==> src/include/ls_buffer_params.svh <==
`ifndef LS_BUFFER_PARAMS_SVH
`define LS_BUFFER_PARAMS_SVH

// buffer depth
`define LS_ENTRIES 6

// entry index width, wide enough for 0 to LS_ENTRIES
`define LS_PTR_W 3

// data path widths
`define LS_ADDR_W 32
`define LS_DATA_W 32

// producer tags, zero means the value is already present
`define LS_TAG_W 4
`define LS_TAG_NONE 4'd0

`endif

==> src/design/ls_ctrl_pkg.sv <==
`default_nettype none

package ls_ctrl_pkg;

	// head access sequence
	typedef enum logic [1:0] {
		MS_IDLE = 2'd0,
		MS_ADDR = 2'd1,
		MS_RESP = 2'd2,
		MS_DONE = 2'd3
	} mem_state_e;

	typedef logic [1:0] axi_resp_t;

	localparam axi_resp_t RESP_OKAY = 2'b00;

endpackage

`default_nettype wire

==> src/design/ls_types_pkg.sv <==
`default_nettype none

`include "ls_buffer_params.svh"

package ls_types_pkg;

	// memory address and data word
	typedef logic [`LS_ADDR_W-1:0] addr_t;
	typedef logic [`LS_DATA_W-1:0] data_t;

	// tag of the unit producing a store value
	typedef logic [`LS_TAG_W-1:0] tag_t;

	// buffer entry index
	typedef logic [`LS_PTR_W-1:0] ptr_t;

	typedef enum logic {
		LS_LOAD  = 1'b0,
		LS_STORE = 1'b1
	} ls_op_e;

endpackage

`default_nettype wire

==> src/design/ls_head_if.sv <==
`timescale 1ns/1ps
`default_nettype none

interface ls_head_if;
	import ls_types_pkg::*;

	// contents of the entry at the head pointer
	logic   head_valid;
	ls_op_e head_op;
	addr_t  head_addr;
	data_t  head_data;
	logic   head_ready;

	// one cycle pulse, frees the head entry
	logic   retire;

	modport queue (
		output head_valid, head_op, head_addr, head_data, head_ready,
		input  retire
	);

	modport ctrl (
		input  head_valid, head_op, head_addr, head_data, head_ready,
		output retire
	);

endinterface

`default_nettype wire

==> src/design/ls_buffer_top.sv <==
`timescale 1ns/1ps
`default_nettype none

module ls_buffer_top (
	input  logic                     clk,
	input  logic                     rst_n,
	// allocation
	input  logic                     alloc_valid_i,
	input  ls_types_pkg::ls_op_e     alloc_op_i,
	input  ls_types_pkg::addr_t      alloc_base_i,
	input  ls_types_pkg::addr_t      alloc_offset_i,
	input  ls_types_pkg::data_t      alloc_data_i,
	input  ls_types_pkg::tag_t       alloc_tag_i,
	output logic                     alloc_ready_o,
	// common data bus
	input  logic                     cdb_valid_i,
	input  ls_types_pkg::tag_t       cdb_tag_i,
	input  ls_types_pkg::data_t      cdb_data_i,
	// AXI4-Lite master
	output logic                     awvalid_o,
	input  logic                     awready_i,
	output ls_types_pkg::addr_t      awaddr_o,
	output logic                     wvalid_o,
	input  logic                     wready_i,
	output ls_types_pkg::data_t      wdata_o,
	input  logic                     bvalid_i,
	output logic                     bready_o,
	input  ls_ctrl_pkg::axi_resp_t   bresp_i,
	output logic                     arvalid_o,
	input  logic                     arready_i,
	output ls_types_pkg::addr_t      araddr_o,
	input  logic                     rvalid_i,
	output logic                     rready_o,
	input  ls_types_pkg::data_t      rdata_i,
	input  ls_ctrl_pkg::axi_resp_t   rresp_i,
	// results
	output logic                     result_valid_o,
	output ls_types_pkg::ptr_t       result_entry_o,
	output ls_types_pkg::data_t      result_data_o,
	output logic                     result_err_o
);
	import ls_types_pkg::*;

	ptr_t head_ptr;

	ls_head_if u_head_if ();

	ls_queue u_queue (
		.clk            (clk),
		.rst_n          (rst_n),
		.alloc_valid_i  (alloc_valid_i),
		.alloc_op_i     (alloc_op_i),
		.alloc_base_i   (alloc_base_i),
		.alloc_offset_i (alloc_offset_i),
		.alloc_data_i   (alloc_data_i),
		.alloc_tag_i    (alloc_tag_i),
		.alloc_ready_o  (alloc_ready_o),
		.cdb_valid_i    (cdb_valid_i),
		.cdb_tag_i      (cdb_tag_i),
		.cdb_data_i     (cdb_data_i),
		.head           (u_head_if),
		.head_ptr_o     (head_ptr)
	);

	ls_mem_ctrl u_mem_ctrl (
		.clk            (clk),
		.rst_n          (rst_n),
		.head           (u_head_if),
		.head_ptr_i     (head_ptr),
		.awvalid_o      (awvalid_o),
		.awready_i      (awready_i),
		.awaddr_o       (awaddr_o),
		.wvalid_o       (wvalid_o),
		.wready_i       (wready_i),
		.wdata_o        (wdata_o),
		.bvalid_i       (bvalid_i),
		.bready_o       (bready_o),
		.bresp_i        (bresp_i),
		.arvalid_o      (arvalid_o),
		.arready_i      (arready_i),
		.araddr_o       (araddr_o),
		.rvalid_i       (rvalid_i),
		.rready_o       (rready_o),
		.rdata_i        (rdata_i),
		.rresp_i        (rresp_i),
		.result_valid_o (result_valid_o),
		.result_entry_o (result_entry_o),
		.result_data_o  (result_data_o),
		.result_err_o   (result_err_o)
	);

endmodule

`default_nettype wire

==> src/design/ls_entry.sv <==
`timescale 1ns/1ps
`default_nettype none

`include "ls_buffer_params.svh"

module ls_entry (
	input  logic                  clk,
	input  logic                  rst_n,
	input  logic                  write_i,
	input  ls_types_pkg::ls_op_e  op_i,
	input  ls_types_pkg::addr_t   addr_i,
	input  ls_types_pkg::data_t   data_i,
	input  ls_types_pkg::tag_t    tag_i,
	input  logic                  free_i,
	input  logic                  cdb_valid_i,
	input  ls_types_pkg::tag_t    cdb_tag_i,
	input  ls_types_pkg::data_t   cdb_data_i,
	output logic                  busy_o,
	output ls_types_pkg::ls_op_e  op_o,
	output ls_types_pkg::addr_t   addr_o,
	output ls_types_pkg::data_t   data_o,
	output logic                  ready_o
);
	import ls_types_pkg::*;

	logic   busy_q;
	ls_op_e op_q;
	addr_t  addr_q;
	data_t  data_q;
	tag_t   tag_q;
	logic   snoop_hit;
	logic   snoop_new;

	// waiting entry sees its producer on the bus
	assign snoop_hit = busy_q && cdb_valid_i && (tag_q != `LS_TAG_NONE) && (tag_q == cdb_tag_i);
	// producer broadcasts on the allocating edge itself
	assign snoop_new = cdb_valid_i && (tag_i != `LS_TAG_NONE) && (tag_i == cdb_tag_i);

	always_ff @(posedge clk) begin
		if (!rst_n) begin
			busy_q <= 1'b0;
			tag_q  <= `LS_TAG_NONE;
		end else if (write_i) begin
			busy_q <= 1'b1;
			tag_q  <= snoop_new ? `LS_TAG_NONE : tag_i;
		end else begin
			if (free_i)
				busy_q <= 1'b0;
			if (snoop_hit)
				tag_q <= `LS_TAG_NONE;
		end
	end

	always_ff @(posedge clk) begin
		if (write_i) begin
			op_q   <= op_i;
			addr_q <= addr_i;
			data_q <= snoop_new ? cdb_data_i : data_i;
		end else if (snoop_hit) begin
			data_q <= cdb_data_i;
		end
	end

	assign busy_o  = busy_q;
	assign op_o    = op_q;
	assign addr_o  = addr_q;
	assign data_o  = data_q;
	// loads never wait on a producer
	assign ready_o = (tag_q == `LS_TAG_NONE) || (op_q == LS_LOAD);

endmodule

`default_nettype wire

==> src/design/ls_mem_ctrl.sv <==
`timescale 1ns/1ps
`default_nettype none

module ls_mem_ctrl (
	input  logic                     clk,
	input  logic                     rst_n,
	ls_head_if.ctrl                  head,
	input  ls_types_pkg::ptr_t       head_ptr_i,
	output logic                     awvalid_o,
	input  logic                     awready_i,
	output ls_types_pkg::addr_t      awaddr_o,
	output logic                     wvalid_o,
	input  logic                     wready_i,
	output ls_types_pkg::data_t      wdata_o,
	input  logic                     bvalid_i,
	output logic                     bready_o,
	input  ls_ctrl_pkg::axi_resp_t   bresp_i,
	output logic                     arvalid_o,
	input  logic                     arready_i,
	output ls_types_pkg::addr_t      araddr_o,
	input  logic                     rvalid_i,
	output logic                     rready_o,
	input  ls_types_pkg::data_t      rdata_i,
	input  ls_ctrl_pkg::axi_resp_t   rresp_i,
	output logic                     result_valid_o,
	output ls_types_pkg::ptr_t       result_entry_o,
	output ls_types_pkg::data_t      result_data_o,
	output logic                     result_err_o
);
	import ls_types_pkg::*;
	import ls_ctrl_pkg::*;

	mem_state_e state_q;
	logic       awvalid_q;
	logic       wvalid_q;
	logic       arvalid_q;
	logic       bready_q;
	logic       rready_q;
	ls_op_e     op_q;
	addr_t      addr_q;
	data_t      data_q;
	ptr_t       entry_q;
	data_t      res_data_q;
	logic       res_err_q;
	logic       issue;
	logic       aw_fin;
	logic       w_fin;
	logic       b_fire;
	logic       r_fire;

	assign issue  = (state_q == MS_IDLE) && head.head_valid && head.head_ready;
	// each channel is finished once its valid has dropped or transfers now
	assign aw_fin = !awvalid_q || awready_i;
	assign w_fin  = !wvalid_q || wready_i;
	assign b_fire = bready_q && bvalid_i;
	assign r_fire = rready_q && rvalid_i;

	always_ff @(posedge clk) begin
		if (!rst_n) begin
			state_q   <= MS_IDLE;
			awvalid_q <= 1'b0;
			wvalid_q  <= 1'b0;
			arvalid_q <= 1'b0;
			bready_q  <= 1'b0;
			rready_q  <= 1'b0;
		end else begin
			case (state_q)
				MS_IDLE: begin
					if (issue) begin
						state_q <= MS_ADDR;
						if (head.head_op == LS_STORE) begin
							awvalid_q <= 1'b1;
							wvalid_q  <= 1'b1;
						end else begin
							arvalid_q <= 1'b1;
						end
					end
				end
				MS_ADDR: begin
					if (op_q == LS_STORE) begin
						if (awready_i)
							awvalid_q <= 1'b0;
						if (wready_i)
							wvalid_q <= 1'b0;
						if (aw_fin && w_fin) begin
							state_q  <= MS_RESP;
							bready_q <= 1'b1;
						end
					end else if (arvalid_q && arready_i) begin
						arvalid_q <= 1'b0;
						state_q   <= MS_RESP;
						rready_q  <= 1'b1;
					end
				end
				MS_RESP: begin
					if (b_fire) begin
						bready_q <= 1'b0;
						state_q  <= MS_DONE;
					end
					if (r_fire) begin
						rready_q <= 1'b0;
						state_q  <= MS_DONE;
					end
				end
				default: state_q <= MS_IDLE;
			endcase
		end
	end

	// access payload and the result word
	always_ff @(posedge clk) begin
		if (issue) begin
			op_q    <= head.head_op;
			addr_q  <= head.head_addr;
			data_q  <= head.head_data;
			entry_q <= head_ptr_i;
		end
		if (b_fire) begin
			res_data_q <= '0;
			res_err_q  <= (bresp_i != RESP_OKAY);
		end
		if (r_fire) begin
			res_data_q <= rdata_i;
			res_err_q  <= (rresp_i != RESP_OKAY);
		end
	end

	assign awvalid_o = awvalid_q;
	assign awaddr_o  = addr_q;
	assign wvalid_o  = wvalid_q;
	assign wdata_o   = data_q;
	assign bready_o  = bready_q;
	assign arvalid_o = arvalid_q;
	assign araddr_o  = addr_q;
	assign rready_o  = rready_q;

	// head pointer advances on the same edge that leaves MS_DONE
	assign head.retire    = (state_q == MS_DONE);
	assign result_valid_o = (state_q == MS_DONE);
	assign result_entry_o = entry_q;
	assign result_data_o  = res_data_q;
	assign result_err_o   = res_err_q;

endmodule

`default_nettype wire

==> src/design/ls_queue.sv <==
`timescale 1ns/1ps
`default_nettype none

`include "ls_buffer_params.svh"

module ls_queue (
	input  logic                  clk,
	input  logic                  rst_n,
	input  logic                  alloc_valid_i,
	input  ls_types_pkg::ls_op_e  alloc_op_i,
	input  ls_types_pkg::addr_t   alloc_base_i,
	input  ls_types_pkg::addr_t   alloc_offset_i,
	input  ls_types_pkg::data_t   alloc_data_i,
	input  ls_types_pkg::tag_t    alloc_tag_i,
	output logic                  alloc_ready_o,
	input  logic                  cdb_valid_i,
	input  ls_types_pkg::tag_t    cdb_tag_i,
	input  ls_types_pkg::data_t   cdb_data_i,
	ls_head_if.queue              head,
	output ls_types_pkg::ptr_t    head_ptr_o
);
	import ls_types_pkg::*;

	localparam logic [`LS_PTR_W-1:0] FULL_COUNT = `LS_ENTRIES;

	ptr_t                    tail_q;
	ptr_t                    head_q;
	logic [`LS_PTR_W-1:0]    count_q;
	logic                    alloc_fire;
	addr_t                   eff_addr;
	logic [`LS_ENTRIES-1:0]  write_sel;
	logic [`LS_ENTRIES-1:0]  free_sel;
	logic [`LS_ENTRIES-1:0]  busy;
	logic [`LS_ENTRIES-1:0]  ready;
	ls_op_e                  ent_op   [`LS_ENTRIES];
	addr_t                   ent_addr [`LS_ENTRIES];
	data_t                   ent_data [`LS_ENTRIES];

	function automatic ptr_t ptr_inc(input ptr_t p);
		ptr_inc = (p == ptr_t'(`LS_ENTRIES - 1)) ? '0 : p + ptr_t'(1);
	endfunction

	assign alloc_ready_o = (count_q != FULL_COUNT);
	assign alloc_fire    = alloc_valid_i && alloc_ready_o;
	assign eff_addr      = alloc_base_i + alloc_offset_i;

	always_ff @(posedge clk) begin
		if (!rst_n) begin
			tail_q  <= '0;
			head_q  <= '0;
			count_q <= '0;
		end else begin
			if (alloc_fire)
				tail_q <= ptr_inc(tail_q);
			if (head.retire)
				head_q <= ptr_inc(head_q);
			case ({alloc_fire, head.retire})
				2'b10:   count_q <= count_q + 1'b1;
				2'b01:   count_q <= count_q - 1'b1;
				default: count_q <= count_q;
			endcase
		end
	end

	genvar i;
	for (i = 0; i < `LS_ENTRIES; i++) begin : g_entry
		assign write_sel[i] = alloc_fire && (tail_q == ptr_t'(i));
		assign free_sel[i]  = head.retire && (head_q == ptr_t'(i));

		ls_entry u_entry (
			.clk         (clk),
			.rst_n       (rst_n),
			.write_i     (write_sel[i]),
			.op_i        (alloc_op_i),
			.addr_i      (eff_addr),
			.data_i      (alloc_data_i),
			.tag_i       (alloc_tag_i),
			.free_i      (free_sel[i]),
			.cdb_valid_i (cdb_valid_i),
			.cdb_tag_i   (cdb_tag_i),
			.cdb_data_i  (cdb_data_i),
			.busy_o      (busy[i]),
			.op_o        (ent_op[i]),
			.addr_o      (ent_addr[i]),
			.data_o      (ent_data[i]),
			.ready_o     (ready[i])
		);
	end

	// head entry view for the controller
	assign head.head_valid = busy[head_q];
	assign head.head_op    = ent_op[head_q];
	assign head.head_addr  = ent_addr[head_q];
	assign head.head_data  = ent_data[head_q];
	assign head.head_ready = ready[head_q];
	assign head_ptr_o      = head_q;

endmodule

`default_nettype wire

==> config.mk <==
export PLATFORM = sky130hd
export DESIGN_NAME = ls_buffer_top
export DESIGN_NICKNAME = d
export VERILOG_FILES = /design/src/design/ls_ctrl_pkg.sv /design/src/design/ls_types_pkg.sv /design/src/design/ls_head_if.sv /design/src/design/ls_buffer_top.sv /design/src/design/ls_entry.sv /design/src/design/ls_mem_ctrl.sv /design/src/design/ls_queue.sv
export VERILOG_INCLUDE_DIRS = /design/src /design/src/include
export SDC_FILE = /design/constraint.sdc
export NUM_CORES = 1
export LEC_CHECK = 0
export BUFFER_PORTS_ARGS = -buffer_cell sky130_fd_sc_hd__buf_2
export CORE_ASPECT_RATIO = 1.2
export CORE_UTILIZATION = 55
export DETAILED_ROUTE_END_ITERATION = 10
export HOLD_SLACK_MARGIN = 0.12
export PLACE_DENSITY = 0.76
export SKIP_LAST_GASP = 1
export SLEW_MARGIN = 40
export SYNTH_ARGS = -nofsm -noshare
export SYNTH_HDL_FRONTEND = slang
export SYNTH_SLANG_ARGS = --single-unit
==> constraint.sdc <==
create_clock -name clk -period 5.1 [get_ports clk]
set_input_delay 1.02 -clock clk [delete_from_list [all_inputs] [get_ports clk]]
set_output_delay 1.02 -clock clk [all_outputs]
set_load 0.02 [all_outputs]
==> results.json, run 1 <==
{
  "globalplace.congestion": 0.879,
  "core.rowCount": 85,
  "postRouteAntennaNets": 0,
  "synth_seq_cells": 537,
  "first_pass_grt_wire_length_um": 93000,
  "leakage_component_of_the_power_nw": 10.6,
  "mappedNetlistNets": 2029,
  "number_of_antenna_violations_at_the_first_check_in_global_routing": 11,
  "synth-main-ff-cell": "edfxtp_1",
  "insertion_delay_ps": 610,
  "yosysWarningCount": 0,
  "wl_per_cell_um": 22.4,
  "per_cell_via_count_in_the_routed_design": 6.04,
  "post_cts_resized": 0,
  "cts.path.max_buffers": 3,
  "vias_in_the_first_global_route": 16526,
  "grt_setup_unrepaired": "false",
  "switching_share": 0.253,
  "grt_max_degree": 80,
  "global_route.overflow_total": 0,
  "final_core_utilization": 0.639,
  "gr-usage-met3": 0.0578,
  "edff_count_synth": 491,
  "run_status": "complete, no violations",
  "synth_sequential_area_ratio": 0.621,
  "numCtsBuffers": 53,
  "clkTransAtPathRegs_ps": 60,
  "place.detailed.hpwl_um": 35600,
  "postLayoutSetupSlackWorst_ps": 1920,
  "fin_crit_ps": 3180,
  "relSlewSlack": 0.462,
  "cts.repair_timing.setup_buffer_count": 0,
  "finish.net_count": 2282,
  "place_ws_ps": 1380,
  "post-route-drc-count": 0,
  "coreArea_sq_mm": 0.0451,
  "tritoncts": "built",
  "ys_async_sr_fraction": 0,
  "power.share.combinational": 0.143,
  "finish.cell_count_without_fillers": 2716,
  "finalSetupViolCount": 0,
  "detail_route.first_pass.iterations": 5,
  "post_synth_most_frequent_cells": "edfxtp_1, mux2_2, o22ai_1",
  "dpl-instance-area_sq_mm": 0.0271,
  "htree_levels": 2,
  "drt_iter0_markers": 1330,
  "synth_top_cell_by_area": "edfxtp_1",
  "timing.hold.worst.class": "reg2reg",
  "detailroute.via_count": 16400,
  "cp.required_ps": 5390,
  "synth_largest_type_area_fraction": 0.585,
  "synth.lib_cells_used.distinct": 68,
  "num_io_pins": 321,
  "port_buffers": 320,
  "post_synth_inst_count": 1807,
  "worst_ir_drop_vdd_mv": 0.320,
  "dieHeight_um": 237,
  "clockRootBuffer": "clkbuf_16",
  "worstSetupEndpointType": "flip-flop",
  "fill_cells": 3369,
  "initial_core_util": 0.559,
  "tritoncts_num_sinks": 537,
  "drv_cap": 0,
  "tightest_slew_ps": 806,
  "power.clock.fraction": 0.364,
  "post-place-cells": 2614,
  "grtUsageTotal": 0.260,
  "area.growth.synth_to_final_pct": 14.4,
  "start_kind": "input pin",
  "global_route.usage.met2": 0.456,
  "top_usage_layer": "met2",
  "grt.met1_usage": 0.316,
  "die-width_um": 197,
  "cp_max_fo": 6,
  "drive_gt1_frac": 0.306,
  "drt-total-wl_um": 60900,
  "final_min_period_over_clock_period": 0.623,
  "p_sw_w": 0.00273,
  "intPower_w": 0.00807,
  "hold_violations": 0,
  "p_per_area_mw_per_mm2": 375,
  "netlist_top_cells_area": "edfxtp_1, mux2_2, dfxtp_1, o22ai_1, mux2i_1",
  "cp_data_arrival_time_ps": 3470,
  "netlist_area_sq_mm": 0.0252,
  "timing.clock.skew_ps": 25.3,
  "post_synth.cell_area_avg_sq_um": 14.0,
  "die-area_sq_mm": 0.0467,
  "dominant_cell_by_count_in_the_synthesized_netlist": "edfxtp_1",
  "finalSetupTns_ps": 0,
  "achievable-frequency_mhz": 315,
  "cts.hold.buffers_added": 0,
  "maxSlewViolCount": 0,
  "stdcell_area_sq_mm": 0.0288,
  "worstSetupPathType": "in2reg",
  "sequentialPowerShare": 0.493
}
[logic make-up (layout without fill, tap and decap cells)]
family | Yosys count | count (layout) | share of synthesized area
AOI/OAI and AO/OA | 427 | 427 | 0.114
buffers and inverters | 178 | 474 | 0.0357
xor gates and xnor gates | 54 | 54 | 0.0188
DFF | 537 | 537 | 0.621
and+or+nand+nor | 311 | 311 | 0.0718
adders and majority gates | 40 | 40 | 0.0204
other | 0 | 4 | 0
muxes | 260 | 260 | 0.118
[power by group through the flow]
stage	clock, W	combinational, W	sequential [W]
3_3_place_gp	0	0.00148	0.00542
3_5_place_dp	0	0.00153	0.00542
4_1_cts	0.00399	0.00154	0.00533
5_1_grt	0.00415	0.00167	0.00535
6_report	0.00393	0.00154	0.00533
2_1_floorplan	0	0.000909	0.00555
[through the flow]
| step | hold slack, ps | power, W |
|---|---|---|
| after floorplan | 403 | 0.00646 |
| after global placement | 482 | 0.00690 |
| after CTS | 503 | 0.0109 |
| final | 500 | 0.0108 |
| after detailed placement | 494 | 0.00695 |
| after global routing | 544 | 0.0112 |
[placed cells by master (no fill, tap or decap), types with 20 or more instances in the layout]
cell / n
a22o_1: 64
nand2_1: 50
dfxtp_1: 42
and3_1: 34
nor2b_1: 37
xor2_1: 30
nand3_1: 20
a22oi_1: 26
nand2b_1: 70
nor3_1: 22
mux2_4: 30
ha_1: 38
xnor2_1: 24
o22ai_1: 129
mux2i_1: 66
a21oi_1: 111
nor2_1: 27
buf_4: 21
mux2_2: 161
buf_2: 320
edfxtp_1: 491
inv_1: 26
clkbuf_16: 53
[final cells by class]
| class | instances | area [sq um] | area share |
|---|---|---|---|
| Antenna cell | 4 | 10.0 | 0.000347 |
| Clock buffer | 63 | 1370 | 0.0476 |
| Clock inverter | 35 | 355 | 0.0123 |
| Inverter | 28 | 108 | 0.00373 |
| Multi-Input combinational cell | 1092 | 8690 | 0.301 |
| Sequential cell | 537 | 15700 | 0.544 |
| Tap cell | 609 | 762 | 0.0264 |
| Timing Repair Buffer | 348 | 1860 | 0.0647 |
[path summary, 6_finish.rpt]
| check | start | cells after the start | slack (ps) | to |
|---|---|---|---|---|
| worst max register to register | u_queue.tail_q[2]$_SDFFE_PN0P_ | 6 | 2190 | u_queue.g_entry[4].u_entry.data_o[5]$_DFFE_PP_ |
| worst max-delay path | alloc_base_i[1] | 8 | 1920 | u_queue.g_entry[4].u_entry.addr_o[31]$_DFFE_PP_ |
| worst min-delay path | u_mem_ctrl.arvalid_o$_SDFFE_PN0P_ | 2 | 500 | u_mem_ctrl.arvalid_o$_SDFFE_PN0P_ |
| worst min register to register | u_mem_ctrl.arvalid_o$_SDFFE_PN0P_ | 2 | 500 | u_mem_ctrl.arvalid_o$_SDFFE_PN0P_ |
[per-layer routing]
layer  share of wire  vias to the layer above  wire, um
li1                -                     7505         -
met1            0.39                     8152     23700
met2            0.51                      593     31200
met3           0.074                      138      4480
met4           0.025                       12      1530
met5          0.0012                        -        73
[critical path: stages]
cell and delay (ps):
buf_2 110, ha_1 300, a211o_1 310, a21oi_1 330, a211o_1 320, a211oi_1 190, a31o_2 280, a311oi_1 590
[state kept, by name (all words and copies together), names as in the netlist, 6 cells and up]
signal	cells
u_queue.g_entry.u_entry.addr_o	192
u_queue.g_entry.u_entry.data_o	192
u_queue.g_entry.u_entry.tag_q	24
u_mem_ctrl.araddr_o	32
u_queue.g_entry.u_entry.busy_o	6
u_mem_ctrl.wdata_o	32
u_mem_ctrl.result_data_o	32
u_queue.g_entry.u_entry.op_o	6
Note: power is estimated with default switching activity, not from simulation.
==> inputs of run 2 (changes only) <==
==> constraint.sdc (replaced) <==
create_clock -name clk -period 3.05 [get_ports clk]
set_input_delay 0.61 -clock clk [delete_from_list [all_inputs] [get_ports clk]]
set_output_delay 0.61 -clock clk [all_outputs]
set_load 0.02 [all_outputs]
==> results.json, run 2 (same netlist as run 1, synthesis figures left out) <==
{
  "number_of_antenna_violations_at_the_first_check_in_global_routing": 10,
  "critical_path.slowest_cell": "xnor2_1",
  "timing.hold.worst.class": "in2reg",
  "multi_input_comb_area_sq_mm": 0.00870,
  "post_cts_resized": 0,
  "dpl-instance-area_sq_mm": 0.0276,
  "clockRootBuffer": "clkbuf_16",
  "worst_ir_drop_vdd_mv": 0.591,
  "first_pass_grt_wire_length_um": 92700,
  "tritoncts_num_sinks": 537,
  "dr_wl_met2_um": 31100,
  "finish.net_count": 2325,
  "dieHeight_um": 237,
  "timing.hold.worst.start": "alloc_op_i",
  "hold_violations": 0,
  "worst_path_largest_cell_delay_ps": 450,
  "critical_path.startpoint": "alloc_base_i[0]",
  "wl_per_cell_um": 22.1,
  "start_kind": "input pin",
  "detailroute.via_count": 16514,
  "area.sequential_sq_mm": 0.0157,
  "die-area_sq_mm": 0.0467,
  "route.top_layer_used": "met5",
  "worstSetupPathType": "in2reg",
  "grt_setup_unrepaired": "false",
  "grt_max_degree": 71,
  "die-width_um": 197,
  "cp_max_fo": 6,
  "area.growth.synth_to_final_pct": 15.4,
  "stdcell_area_sq_mm": 0.0291,
  "vias_in_the_first_global_route": 16690,
  "layout.cells.most_common": "edfxtp_1",
  "drv_cap": 0,
  "tritoncts": "built",
  "globalplace.congestion": 0.914,
  "tightest_slew_ps": 769,
  "post-route-drc-count": 0,
  "p_per_area_mw_per_mm2": 598,
  "finalSetupTns_ps": 0,
  "critPathBufInv": 3,
  "met3RoutedLength_um": 3770,
  "achievable-frequency_mhz": 392,
  "num_io_pins": 321,
  "cp_data_arrival_time_ps": 2880,
  "fill_cells": 3411,
  "fin_crit_ps": 2550,
  "worstSetupEndpointType": "flip-flop",
  "cts.hold.buffers_added": 0,
  "wl_met1_um": 24000,
  "insertion_delay_ps": 600,
  "maxSlewViolCount": 0,
  "cts.repair_timing.setup_buffer_count": 0,
  "initial_core_util": 0.559,
  "drt-total-wl_um": 60800,
  "worstPathCellList": "buf_2 > ha_1 > inv_1 > fa_1 > nand2b_1 > a21o_1 > a31o_2 > a211oi_1 > buf_4 > o21ai_0 > xnor2_1",
  "place.detailed.hpwl_um": 37200,
  "port_buffers": 320,
  "cp.required_ps": 3370,
  "cts.path.max_buffers": 3,
  "run_status": "complete, no violations",
  "report.power.total_w": 0.0174,
  "cp_top_family": "compound AO/OA/AOI/OAI gates",
  "coreArea_sq_mm": 0.0451,
  "postRouteAntennaNets": 0,
  "fin_hold_ws_ps": 286,
  "grtUsageTotal": 0.259,
  "numCtsBuffers": 52,
  "detail_route.first_pass.iterations": 6,
  "finalSetupViolCount": 0,
  "timing.clock.skew_ps": 14.4,
  "relSlewSlack": 0.479,
  "final_min_period_over_clock_period": 0.837,
  "layout_common_cells": "edfxtp_1, buf_2, mux2_2, o22ai_1, a21oi_1",
  "final_core_utilization": 0.646,
  "drive_gt1_frac": 0.319,
  "per_cell_via_count_in_the_routed_design": 6.00,
  "core.rowCount": 85,
  "clkTransAtPathRegs_ps": 60,
  "global_route.overflow_total": 0,
  "htree_levels": 2,
  "leakage_component_of_the_power_nw": 10.8,
  "origin_of_the_critical_flop_to_flop_path": "u_queue.tail_q[2]$_SDFFE_PN0P_",
  "drt_iter0_markers": 1022
}
run 2: changes by cell type in the layout (fill, tap and decap cells not counted), sizes merged:
cell	previous run	this run
bufinv	7	0
clkbuf	63	66
clkinv	22	21
inv	31	27
diode	4	2
clkinvlp	3	6
buf	348	392
run 2: per-stage QoR:
stage,std cells,setup slack [ps]
floorplan,1807,-287
global placement,2658,-4.95
detailed placement,2658,-201
CTS,2750,423
global route,2752,371
finish,2752,497
run 2: layer usage:
| metal | track usage | vias to the layer above |
|---|---|---|
| met5 | 0 | - |
| met4 | 0.0970 | 16 |
| met3 | 0.0471 | 133 |
| met2 | 0.457 | 583 |
| met1 | 0.313 | 8188 |
| li1 | - | 7594 |
run 2: cell type report:
class                      instances  share of cell area
sequential                       537               0.539
multi-input combinational       1092               0.299
timing repair buffer             392              0.0802
clock buffer                      66              0.0472
tap                              609              0.0262
clock inverter                    26             0.00464
inverter                          28             0.00421
antenna                            2            0.000172
run 2: worst paths after layout:
check	to	slack (ps)	depth (start not counted)
max reg2reg	u_queue.g_entry[4].u_entry.data_o[2]$_DFFE_PP_	620	5
min reg2reg	u_mem_ctrl.arvalid_o$_SDFFE_PN0P_	490	2
min	u_queue.g_entry[0].u_entry.op_o$_DFFE_PP_	290	1
max	u_queue.g_entry[0].u_entry.addr_o[30]$_DFFE_PP_	500	11
run 2: worst reg2reg max path, stage by stage (launching register included):
cell and delay (ps):
dfxtp_1 530, inv_1 160, nor4_4 710, a21oi_1 280, clkinvlp_4 170, buf_12 240
run 2: report_power, final:
group          leakage [nW]  switching, W  internal [W]
combinational          5.19       0.00163       0.00102
clock                 0.737       0.00267       0.00318
sequential             4.85      0.000176       0.00873
total                  10.8       0.00447        0.0129
